File: config.mk
export PLATFORM = sky130hd
export DESIGN_NAME = max7219_driver
export DESIGN_NICKNAME = d
export VERILOG_FILES = /design/src/hw/max7219_pkg.sv /design/src/hw/max7219_sequencer.sv /design/src/hw/max7219_frame_packer.sv /design/src/hw/max7219_spi_shifter.sv /design/src/hw/max7219_driver.sv
export SDC_FILE = /design/constraint.sdc
export NUM_CORES = 1
export LEC_CHECK = 0
export BUFFER_PORTS_ARGS = -buffer_cell sky130_fd_sc_hd__buf_2
export CORE_MARGIN = 3
export CORE_UTILIZATION = 35
export DETAILED_ROUTE_END_ITERATION = 16
export GPL_TIMING_DRIVEN = 0
export SLEW_MARGIN = 40
export SYNTH_ARGS = -nofsm -noshare
export SYNTH_HDL_FRONTEND = slang
export SYNTH_SLANG_ARGS = --single-unit
File: constraint.sdc
create_clock -name i_clk -period 92.4 [get_ports i_clk]
set_input_delay 18.48 -clock i_clk [delete_from_list [all_inputs] [get_ports i_clk]]
set_output_delay 18.48 -clock i_clk [all_outputs]
set_load 0.01 [all_outputs]
File: src/hw/max7219_pkg.sv
package max7219_pkg;

    // ------------------------------
    // Field types
    // ------------------------------

    typedef logic [3:0]  reg_addr_t;
    typedef logic [7:0]  reg_data_t;
    // Header nibble, address nibble, data byte
    typedef logic [15:0] packet_t;
    typedef logic [3:0]  intensity_t;
    typedef logic [2:0]  row_idx_t;

    // Always zero on the MAX7219
    localparam logic [3:0] PKT_HDR = 4'h0;

    // ------------------------------
    // Register map
    // ------------------------------

    // Digit registers 1..8 hold pixel rows 0..7
    localparam reg_addr_t ADDR_DIGIT0     = 4'd1;
    localparam reg_addr_t ADDR_DECODE     = 4'd9;
    localparam reg_addr_t ADDR_INTENSITY  = 4'd10;
    localparam reg_addr_t ADDR_SCAN_LIMIT = 4'd11;
    localparam reg_addr_t ADDR_SHUTDOWN   = 4'd12;
    localparam reg_addr_t ADDR_TEST       = 4'd15;

    localparam reg_data_t DATA_SHUTDOWN    = 8'h00;
    localparam reg_data_t DATA_NORMAL      = 8'h01;
    localparam reg_data_t DATA_TEST_OFF    = 8'h00;
    localparam reg_data_t DATA_DECODE_NONE = 8'h00;
    // Scan digits 0 through 7
    localparam reg_data_t DATA_SCAN_ALL    = 8'h07;

    // Commands of one refresh, in issue order
    typedef enum logic [2:0] {
        CMD_SHUTDOWN    = 3'd0,
        CMD_NORMAL      = 3'd1,
        CMD_TEST_OFF    = 3'd2,
        CMD_DECODE_NONE = 3'd3,
        CMD_SCAN_LIMIT  = 3'd4,
        CMD_INTENSITY   = 3'd5,
        CMD_ROW         = 3'd6
    } cmd_t;

    function automatic packet_t make_packet(input reg_addr_t addr, input reg_data_t data);
        return {PKT_HDR, addr, data};
    endfunction

endpackage

File: src/hw/max7219_sequencer.sv
`timescale 1ns/1ps

module max7219_sequencer #(
    parameter int PAUSE_CYCLES = 1000
) (
    input  logic                  i_clk,
    input  logic                  i_reset,
    input  logic                  i_busy,
    output logic                  o_cmd_stb,
    output max7219_pkg::cmd_t     o_cmd,
    output max7219_pkg::row_idx_t o_row
);

    import max7219_pkg::*;

    localparam int PAUSE_W = (PAUSE_CYCLES > 1) ? $clog2(PAUSE_CYCLES) : 1;

    typedef enum logic [1:0] {
        ISSUE      = 2'd0,
        WAIT_START = 2'd1,
        WAIT_DONE  = 2'd2,
        PAUSE      = 2'd3
    } state_t;

    state_t             r_state;
    logic [PAUSE_W-1:0] r_pause_cnt;
    logic               w_pause_done;
    logic               w_last_row;

    assign w_pause_done = (r_pause_cnt == PAUSE_W'(PAUSE_CYCLES - 1));
    assign w_last_row   = (o_cmd == CMD_ROW) && (o_row == row_idx_t'(7));

    // ------------------------------
    // Refresh FSM
    // ------------------------------
    // o_cmd and o_row always hold the command to be issued next

    always_ff @(posedge i_clk) begin
        if (i_reset) begin
            r_state     <= ISSUE;
            r_pause_cnt <= '0;
            o_cmd_stb   <= 1'b0;
            o_cmd       <= CMD_SHUTDOWN;
            o_row       <= '0;
        end else begin
            o_cmd_stb <= 1'b0;
            case (r_state)
                ISSUE: begin
                    o_cmd_stb <= 1'b1;
                    r_state   <= WAIT_START;
                end
                WAIT_START: begin
                    // Shifter picks the word up two cycles after the strobe
                    if (i_busy) begin
                        r_state <= WAIT_DONE;
                    end
                end
                WAIT_DONE: begin
                    if (!i_busy) begin
                        if (w_last_row) begin
                            o_cmd       <= CMD_SHUTDOWN;
                            o_row       <= '0;
                            r_pause_cnt <= '0;
                            r_state     <= PAUSE;
                        end else begin
                            r_state <= ISSUE;
                            case (o_cmd)
                                CMD_SHUTDOWN:    o_cmd <= CMD_NORMAL;
                                CMD_NORMAL:      o_cmd <= CMD_TEST_OFF;
                                CMD_TEST_OFF:    o_cmd <= CMD_DECODE_NONE;
                                CMD_DECODE_NONE: o_cmd <= CMD_SCAN_LIMIT;
                                CMD_SCAN_LIMIT:  o_cmd <= CMD_INTENSITY;
                                CMD_INTENSITY: begin
                                    o_cmd <= CMD_ROW;
                                    o_row <= '0;
                                end
                                CMD_ROW:         o_row <= o_row + 1'b1;
                                default:         o_cmd <= CMD_SHUTDOWN;
                            endcase
                        end
                    end
                end
                PAUSE: begin
                    // Line idle between refreshes
                    r_pause_cnt <= r_pause_cnt + 1'b1;
                    if (w_pause_done) begin
                        r_state <= ISSUE;
                    end
                end
                default: begin
                    r_state <= ISSUE;
                end
            endcase
        end
    end

endmodule

File: src/hw/max7219_frame_packer.sv
`timescale 1ns/1ps

module max7219_frame_packer #(
    parameter int SEG_COLS = 4
) (
    input  logic                                    i_clk,
    input  logic                                    i_reset,
    input  logic [7:0][8*SEG_COLS-1:0]              i_frame,
    input  max7219_pkg::intensity_t [SEG_COLS-1:0]  i_intensity,
    input  logic                                    i_cmd_stb,
    input  max7219_pkg::cmd_t                       i_cmd,
    input  max7219_pkg::row_idx_t                   i_row,
    output logic                                    o_word_stb,
    output logic [16*SEG_COLS-1:0]                  o_word
);

    import max7219_pkg::*;

    localparam int WORD_W = 16 * SEG_COLS;

    // Snapshot taken at the start of each refresh
    logic [7:0][8*SEG_COLS-1:0]  r_frame;
    intensity_t [SEG_COLS-1:0]   r_intensity;
    logic [WORD_W-1:0]           w_word;

    // ------------------------------
    // Per-device packets
    // ------------------------------

    for (genvar d = 0; d < SEG_COLS; d++) begin : g_dev
        reg_data_t w_row_byte;
        packet_t   w_pkt;

        // Leftmost pixel of the device goes to data bit 7
        always_comb begin
            for (int j = 0; j < 8; j++) begin
                w_row_byte[7-j] = r_frame[i_row][8*d+j];
            end
        end

        always_comb begin
            case (i_cmd)
                CMD_SHUTDOWN:    w_pkt = make_packet(ADDR_SHUTDOWN, DATA_SHUTDOWN);
                CMD_NORMAL:      w_pkt = make_packet(ADDR_SHUTDOWN, DATA_NORMAL);
                CMD_TEST_OFF:    w_pkt = make_packet(ADDR_TEST, DATA_TEST_OFF);
                CMD_DECODE_NONE: w_pkt = make_packet(ADDR_DECODE, DATA_DECODE_NONE);
                CMD_SCAN_LIMIT:  w_pkt = make_packet(ADDR_SCAN_LIMIT, DATA_SCAN_ALL);
                CMD_INTENSITY:   w_pkt = make_packet(ADDR_INTENSITY, {4'h0, r_intensity[d]});
                CMD_ROW:         w_pkt = make_packet(ADDR_DIGIT0 + reg_addr_t'(i_row),
                                                     w_row_byte);
                default:         w_pkt = '0;
            endcase
        end

        // Device 0 is shifted last
        assign w_word[16*d +: 16] = w_pkt;
    end

    always_ff @(posedge i_clk) begin
        if (i_cmd_stb && (i_cmd == CMD_SHUTDOWN)) begin
            r_frame     <= i_frame;
            r_intensity <= i_intensity;
        end
        if (i_cmd_stb) begin
            o_word <= w_word;
        end
    end

    always_ff @(posedge i_clk) begin
        if (i_reset) begin
            o_word_stb <= 1'b0;
        end else begin
            o_word_stb <= i_cmd_stb;
        end
    end

endmodule

File: src/hw/max7219_spi_shifter.sv
`timescale 1ns/1ps

module max7219_spi_shifter #(
    parameter int SEG_COLS        = 4,
    parameter int SPI_HALF_CYCLES = 2
) (
    input  logic                   i_clk,
    input  logic                   i_reset,
    input  logic                   i_word_stb,
    input  logic [16*SEG_COLS-1:0] i_word,
    output logic                   o_busy,
    output logic                   o_spi_cs_n,
    output logic                   o_spi_clk,
    output logic                   o_spi_din
);

    localparam int WORD_W = 16 * SEG_COLS;
    localparam int HALF_W = (SPI_HALF_CYCLES > 1) ? $clog2(SPI_HALF_CYCLES) : 1;
    localparam int BIT_W  = $clog2(WORD_W);

    logic [WORD_W-1:0] r_shift;
    logic [HALF_W-1:0] r_half_cnt;
    logic [BIT_W-1:0]  r_bit_cnt;
    // Last high phase is over, chip-select rises next
    logic              r_last;
    logic              w_half_done;
    logic              w_fall;

    assign w_half_done = (r_half_cnt == HALF_W'(SPI_HALF_CYCLES - 1));
    // End of a high phase, sclk goes low
    assign w_fall      = o_busy && !r_last && w_half_done && o_spi_clk;

    always_ff @(posedge i_clk) begin
        if (!o_busy && i_word_stb) begin
            r_shift <= i_word;
        end else if (w_fall) begin
            r_shift <= r_shift << 1;
        end
    end

    // ------------------------------
    // Serial waveform
    // ------------------------------

    always_ff @(posedge i_clk) begin
        if (i_reset) begin
            o_busy     <= 1'b0;
            o_spi_cs_n <= 1'b1;
            o_spi_clk  <= 1'b0;
            o_spi_din  <= 1'b0;
            r_half_cnt <= '0;
            r_bit_cnt  <= '0;
            r_last     <= 1'b0;
        end else if (!o_busy) begin
            // New strobes are only looked at when idle
            if (i_word_stb) begin
                o_busy     <= 1'b1;
                o_spi_cs_n <= 1'b0;
                o_spi_din  <= i_word[WORD_W-1];
                r_half_cnt <= '0;
                r_bit_cnt  <= '0;
            end
        end else if (r_last) begin
            o_busy     <= 1'b0;
            o_spi_cs_n <= 1'b1;
            o_spi_din  <= 1'b0;
            r_last     <= 1'b0;
        end else if (w_half_done) begin
            r_half_cnt <= '0;
            if (!o_spi_clk) begin
                o_spi_clk <= 1'b1;
            end else begin
                o_spi_clk <= 1'b0;
                if (r_bit_cnt == BIT_W'(WORD_W - 1)) begin
                    r_last <= 1'b1;
                end else begin
                    r_bit_cnt <= r_bit_cnt + 1'b1;
                    o_spi_din <= r_shift[WORD_W-2];
                end
            end
        end else begin
            r_half_cnt <= r_half_cnt + 1'b1;
        end
    end

endmodule

File: src/hw/max7219_driver.sv
`timescale 1ns/1ps

module max7219_driver #(
    parameter int SEG_COLS        = 4,
    parameter int SPI_HALF_CYCLES = 2,
    parameter int PAUSE_CYCLES    = 1000
) (
    input  logic                                    i_clk,
    input  logic                                    i_reset,
    // Pixel x of row r sits at i_frame[r][x]
    input  logic [7:0][8*SEG_COLS-1:0]              i_frame,
    input  max7219_pkg::intensity_t [SEG_COLS-1:0]  i_intensity,
    output logic                                    o_spi_cs_n,
    output logic                                    o_spi_clk,
    output logic                                    o_spi_din
);

    import max7219_pkg::*;

    localparam int WORD_W = 16 * SEG_COLS;

    logic              w_cmd_stb;
    cmd_t              w_cmd;
    row_idx_t          w_row;
    logic              w_word_stb;
    logic [WORD_W-1:0] w_word;
    logic              w_busy;

    max7219_sequencer #(
        .PAUSE_CYCLES (PAUSE_CYCLES)
    ) i_max7219_sequencer (
        .i_clk     (i_clk),
        .i_reset   (i_reset),
        .i_busy    (w_busy),
        .o_cmd_stb (w_cmd_stb),
        .o_cmd     (w_cmd),
        .o_row     (w_row)
    );

    max7219_frame_packer #(
        .SEG_COLS (SEG_COLS)
    ) i_max7219_frame_packer (
        .i_clk       (i_clk),
        .i_reset     (i_reset),
        .i_frame     (i_frame),
        .i_intensity (i_intensity),
        .i_cmd_stb   (w_cmd_stb),
        .i_cmd       (w_cmd),
        .i_row       (w_row),
        .o_word_stb  (w_word_stb),
        .o_word      (w_word)
    );

    max7219_spi_shifter #(
        .SEG_COLS        (SEG_COLS),
        .SPI_HALF_CYCLES (SPI_HALF_CYCLES)
    ) i_max7219_spi_shifter (
        .i_clk      (i_clk),
        .i_reset    (i_reset),
        .i_word_stb (w_word_stb),
        .i_word     (w_word),
        .o_busy     (w_busy),
        .o_spi_cs_n (o_spi_cs_n),
        .o_spi_clk  (o_spi_clk),
        .o_spi_din  (o_spi_din)
    );

endmodule

==> impl_metrics.toml, run 1 <==
[run_status]
status = "complete, no violations"

[route]
ant_nets = 0
routed_wl_um = 36300
via_per_inst = 4.84
drc = 0
avgRoutedWirePerCell_um = 18.8
vias = 9337
dr.first_iter.drc_count = 658
dr.pass1.iters = 5

[clocking]
cts_tree = "built"
cts-root-buf = "clkbuf_16"
clkTransAtPathRegs_ns = 0.06
clockBufferDepth = 3
cts_resized = 0
postCtsHoldBufs = 0
htreeDepth = 2
cts_buffers = 42
clkSinkCount = 403
post_cts_buffers = 0
clock_latency_ns = 0.55

[cells_and_area]
area_delta_synth_final_pct = 24.3
drive_gt1_share_pct = 35.5
final_util_pct = 44.5
fillers = 3860
nets = 1588
most-common-layout-cells = "edfxtp_1 (371), buf_2 (343), nand2_1 (186)"
layout_commonest_cell = "edfxtp_1"

[logic_synthesis]
yosysUniqueCellTypes = 57
syn_nets = 1206
synthCells = 928
async_flop_share_pct = 0
yosysWarnings = 0
synth_edf_count = 371
avgSynthCellArea_um2 = 16.8
ys_seq_elements = 403
synth_seq_area_share_pct = 75.8
synth_area_um2 = 15500
synth-main-ff-cell = "edfxtp_1"

[global_routing]
grt_usage_pct = 15.2
grt_max_degree = 39
grt_pass1_vias = 9750
grt_pass1_wl_um = 54800
antenna_found_initial = 4
overflow = 0

[pwr]
max-vdd-ir-drop_v = 0.0000152
p_leak_uw = 0.00713
power_density_nw_per_um2 = 20.1

[setup_path]
worstSetupPathType = "register to primary output"
start_kind = "register"
crit_path_end_kind = "primary output"
crit_path_max_fanout = 4
path_delay_family = "flip-flops"
critPathRequiredTime_ns = 73.92
path_cells = "buf_2"
cp_data_arrival_time_ns = 1.11
path_buf_inv = 1
slowest_stage = "dfxtp_1"
max_stage_delay_ns = 0.39

[placed_design]
hpwlAfterDp_um = 27300
gp_congestion = 0.792
io_buffers = 275

[sta]
hold_viol = 0
maxSlewViolCount = 0
rsz0062_at_grt = "no"
fin_crit_sh_pct = 21.2
fin_skew_ns = 0.0196
fmax_ghz = 0.0510
worst_pin_slew_ns = 0.780
slew-limit-headroom_pct = 48.0
fin_crit_ns = 19.59
setup_violations = 0
setup_tns_ns = 0

[floorplanning]
dieHeight_um = 217
die_area_um2 = 47000
pin_count = 277
num_rows = 76
die_w_um = 217
core-area_um2 = 43500
start_util_pct = 35.8

[worst_hold_path]
hold_class = "register to register"

[job]
max_cap_viol_count = 0
==> per-layer routing <==
layer  wire length (µm)  vias up  GRT usage (%)
li1                   -     4363              -
met2              18200      250           26.1
met5                  0        -              0
met3               1850       57           2.75
met4                950        0           5.10
met1              15300     4667           19.6
==> path summary, 6_finish.rpt <==
path / from / endpoint / slack (ns) / cells past startpoint
worst max-delay path: i_max7219_spi_shifter.o_spi_clk / o_spi_clk / 72.81 / 1
worst min-delay path: i_max7219_spi_shifter.r_bit_cnt[1] / i_max7219_spi_shifter.r_bit_cnt[1] / 0.47 / 2
worst max register to register: i_max7219_sequencer.o_cmd[2] / i_max7219_frame_packer.r_frame[24] / 89.20 / 11
worst min register to register: i_max7219_spi_shifter.r_bit_cnt[1] / i_max7219_spi_shifter.r_bit_cnt[1] / 0.47 / 2
==> flip-flops by register name, summed over array words and instances, names as in the netlist <==
name and count:
i_max7219_frame_packer.r_frame 256, i_max7219_spi_shifter.r_shift 63, i_max7219_frame_packer.o_word 36, i_max7219_frame_packer.r_intensity 16
i_max7219_sequencer.r_pause_cnt 10, i_max7219_spi_shifter.r_bit_cnt 6, i_max7219_sequencer.o_cmd 3, i_max7219_sequencer.o_row 3
i_max7219_sequencer.r_state 2, i_max7219_frame_packer.o_word_stb 1, i_max7219_sequencer.o_cmd_stb 1, i_max7219_spi_shifter.o_busy 1
i_max7219_spi_shifter.o_spi_clk 1, i_max7219_spi_shifter.o_spi_cs_n 1, i_max7219_spi_shifter.o_spi_din 1, i_max7219_spi_shifter.r_half_cnt 1
i_max7219_spi_shifter.r_last 1
==> cells by family after synthesis <==
group	after synthesis	synth area share, %
AO/OA/AOI/OAI	111	4.54
buffers and inverters	51	1.55
adder cells (fa/ha/maj)	4	0.322
flip-flops	403	75.8
multiplexers	61	8.75
XOR/XNOR	3	0.169
AND/OR/NAND/NOR	295	8.90
==> worst reg2reg max path, delay by kind of cell (launching register included) <==
family	cells	cell delay, ns
flip-flops	1	0.29
buffers and inverters	10	2.00
AND/OR/NAND/NOR	1	0.63
==> report_power, final <==
part           switching (µW)  internal, µW
Combinational            10.3          9.23
Sequential               2.76           210
Clock                    67.2          88.8
==> cells in the mapped netlist (all sizes together), types with 2 or more instances <==
library cell,count,share of area [%]
a2111oi,4,0.23
a211oi,6,0.32
a21o,3,0.14
a21oi,40,1.3
a22oi,13,0.63
a31oi,4,0.16
and2,17,0.68
and3,2,0.080
and3b,3,0.17
and4b,2,0.15
buf,23,0.88
clkbuf,25,0.60
dfxtp,32,4.1
edfxtp,371,72
ha,4,0.32
inv,3,0.072
mux4,60,8.7
nand2,186,4.5
nand2b,4,0.16
nand3,6,0.19
nand3b,4,0.19
nand4,5,0.20
nand4b,2,0.11
nor2,18,0.43
nor2b,21,0.84
nor3,5,0.16
nor3b,3,0.21
o211ai,3,0.14
o21ai,23,0.74
o21bai,2,0.097
o41ai,4,0.23
or3,6,0.24
or4,6,0.29
xnor2,2,0.11
==> final cells by class <==
type	instances	area [µm²]	area share, %
antenna	4	10.0	0.0518
buffer	48	230	1.19
clock buffer	60	1140	5.89
clock inverter	16	120	0.622
inverter	3	11.3	0.0583
multi-input combinational	474	3540	18.3
sequential	403	11800	61.0
tap	585	732	3.79
timing repair buffer	338	1750	9.08
==> through the flow <==
step	setup slack (ns)	hold slack, ns	instance area (µm²)	power (µW)	instances
floorplan	62.12	0.449	15500	231	928
global placement	52.10	0.463	17700	244	1788
detailed placement	72.65	0.467	18100	236	1851
CTS	72.77	0.475	19300	393	1927
global route	72.75	0.509	19300	403	1931
finish	72.81	0.472	19300	388	1931
Power figures use the tool's default switching activity.
==> inputs of run 2 (changes only) <==
==> constraint.sdc (replaced) <==
create_clock -name i_clk -period 18.26 [get_ports i_clk]
set_input_delay 3.652 -clock i_clk [delete_from_list [all_inputs] [get_ports i_clk]]
set_output_delay 3.652 -clock i_clk [all_outputs]
set_load 0.01 [all_outputs]
==> run 2 against run 1 <==
Flip-flop and latch count did not move. Global-route usage barely moved. Register-to-register slack got worse by 74 ns. Combinational power rose to 5.2 times the previous value. Via count fell by 1.6%. Final cell count fell by 1.7%. Non-clock buffer count fell by 26. Routed wire length fell by 0.39%. Power rose to 5.0 times the previous value. Sequential power rose to 5.1 times the previous value. Highest routed layer is now met5.
==> impl_metrics.toml, run 2 (synthesis results as in run 1) <==
[setup_path]
path_buf_inv = 1
crit_path_max_fanout = 4
crit_start = "i_max7219_spi_shifter.o_spi_clk"
max_stage_delay_ns = 0.41
path_delay_family = "flip-flops"
path_cells = "buf_2"
critPathRequiredTime_ns = 14.61
worstSetupPathType = "register to primary output"
start_kind = "register"
cp_data_arrival_time_ns = 1.11
crit_path_end_kind = "primary output"
r2r-start = "i_max7219_sequencer.o_cmd[2]"
slowest_stage = "dfxtp_1"

[cells_and_area]
design_area_um2 = 19300
largest_reg_flops = 256
nets = 1561
drive_gt1_share_pct = 34.4
top_regs = "i_max7219_frame_packer.r_frame (256), i_max7219_spi_shifter.r_shift (63), i_max7219_frame_packer.o_word (36)"
max_flop_register = "i_max7219_frame_packer.r_frame"
fillers = 3856
final_util_pct = 44.4
most-common-layout-cells = "edfxtp_1 (371), buf_2 (288), nand2_1 (186)"
layout_commonest_cell = "edfxtp_1"
area_delta_synth_final_pct = 24.0

[route]
ant_nets = 0
dr.first_iter.drc_count = 652
drc = 0
via_per_inst = 4.84
avgRoutedWirePerCell_um = 19.1
dr.pass1.iters = 5
routed_wl_um = 36200
vias = 9183

[clocking]
clock_latency_ns = 0.53
clkSinkCount = 403
cts_tree = "built"
htreeDepth = 2
post_cts_buffers = 0
cts_resized = 0
cts-root-buf = "clkbuf_16"
clkTransAtPathRegs_ns = 0.06
clockBufferDepth = 3
cts_buffers = 41
postCtsHoldBufs = 0

[sta]
worst_pin_slew_ns = 0.798
maxSlewViolCount = 0
fin_crit_ns = 4.76
slew-limit-headroom_pct = 46.8
setup_tns_ns = 0
hold_viol = 0
setup_ws_ns = 13.50
fin_skew_ns = 0.00967
rsz0062_at_grt = "no"
fmax_ghz = 0.210
fin_crit_sh_pct = 26.1
setup_violations = 0

[global_routing]
grt_pass1_wl_um = 55000
grt_max_degree = 25
grt_usage_pct = 15.2
antenna_found_initial = 4
grt_pass1_vias = 9462
overflow = 0

[floorplanning]
die_w_um = 217
pin_count = 277
start_util_pct = 35.8
num_rows = 76
core-area_um2 = 43500
die_area_um2 = 47000
dieHeight_um = 217

[pwr]
p_comb_share_pct = 5.2
power_density_nw_per_um2 = 102
max-vdd-ir-drop_v = 0.0000811
p_leak_uw = 0.00702
intPower_uw = 1560
sequentialPowerShare_pct = 55.0
p_sw_share_pct = 20.3
clockPowerShare_pct = 39.9
p_switching_uw = 397

[placed_design]
gp_congestion = 0.768
hpwlAfterDp_um = 26900
io_buffers = 275
dpl-instance-area_um2 = 18100
place_ws_ns = 13.35

[job]
max_cap_viol_count = 0

[worst_hold_path]
min_from = "i_max7219_spi_shifter.r_bit_cnt[1]"
hold_class = "register to register"

[run_status]
status = "complete, no violations"
run 2: cell types whose count changed in the layout (fill, tap and decap cells not counted), moves of 2 or more:
cell      before  now
buf_2        343  288
inv_6          3    0
clkinv_2       1    5
clkinv_1       9    5
clkbuf_1      41   39
buf_4          5   25
buf_6          4   13
run 2: path summary, 6_finish.rpt:
kind                                                           end  slack (ns)  cells after the start
worst min-delay path            i_max7219_spi_shifter.r_bit_cnt[1]        0.48                      2
worst min register to register  i_max7219_spi_shifter.r_bit_cnt[1]        0.48                      2
worst max register to register  i_max7219_frame_packer.r_frame[58]       15.43                      9
worst max-delay path                                     o_spi_clk       13.50                      1
run 2: layout make-up:
cell class / count / area [µm²] / share of cell area (%)
Antenna cell: 3 / 7.51 / 0.0389
Buffer: 48 / 230 / 1.19
Clock buffer: 57 / 1110 / 5.74
Clock inverter: 13 / 113 / 0.584
Inverter: 3 / 11.3 / 0.0584
Multi-Input combinational cell: 474 / 3550 / 18.4
Sequential cell: 403 / 11800 / 61.1
Tap cell: 585 / 732 / 3.80
Timing Repair Buffer: 312 / 1740 / 9.04
run 2: per-layer routing:
metal  track usage, %  wire length, µm
met1             20.2            15100
met2             25.6            18200
met3             3.00             2200
met4             4.20              697
met5                0               13
run 2: power groups by stage:
stage / combinational [µW] / sequential (µW) / clock, µW
floorplan: 42.7 / 1110 / 0
global placement: 85.2 / 1120 / 0
detailed placement: 102 / 1100 / 0
CTS: 103 / 1080 / 800
global route: 112 / 1080 / 839
finish: 101 / 1080 / 780
run 2: per-stage QoR:
step           power [µW]  hold WS (ns)  cells
2_1_floorplan        1150         0.449    928
3_3_place_gp         1210         0.464   1788
3_5_place_dp         1200         0.469   1825
4_1_cts              1980         0.477   1895
5_1_grt              2030         0.493   1898
6_report             1960         0.476   1898
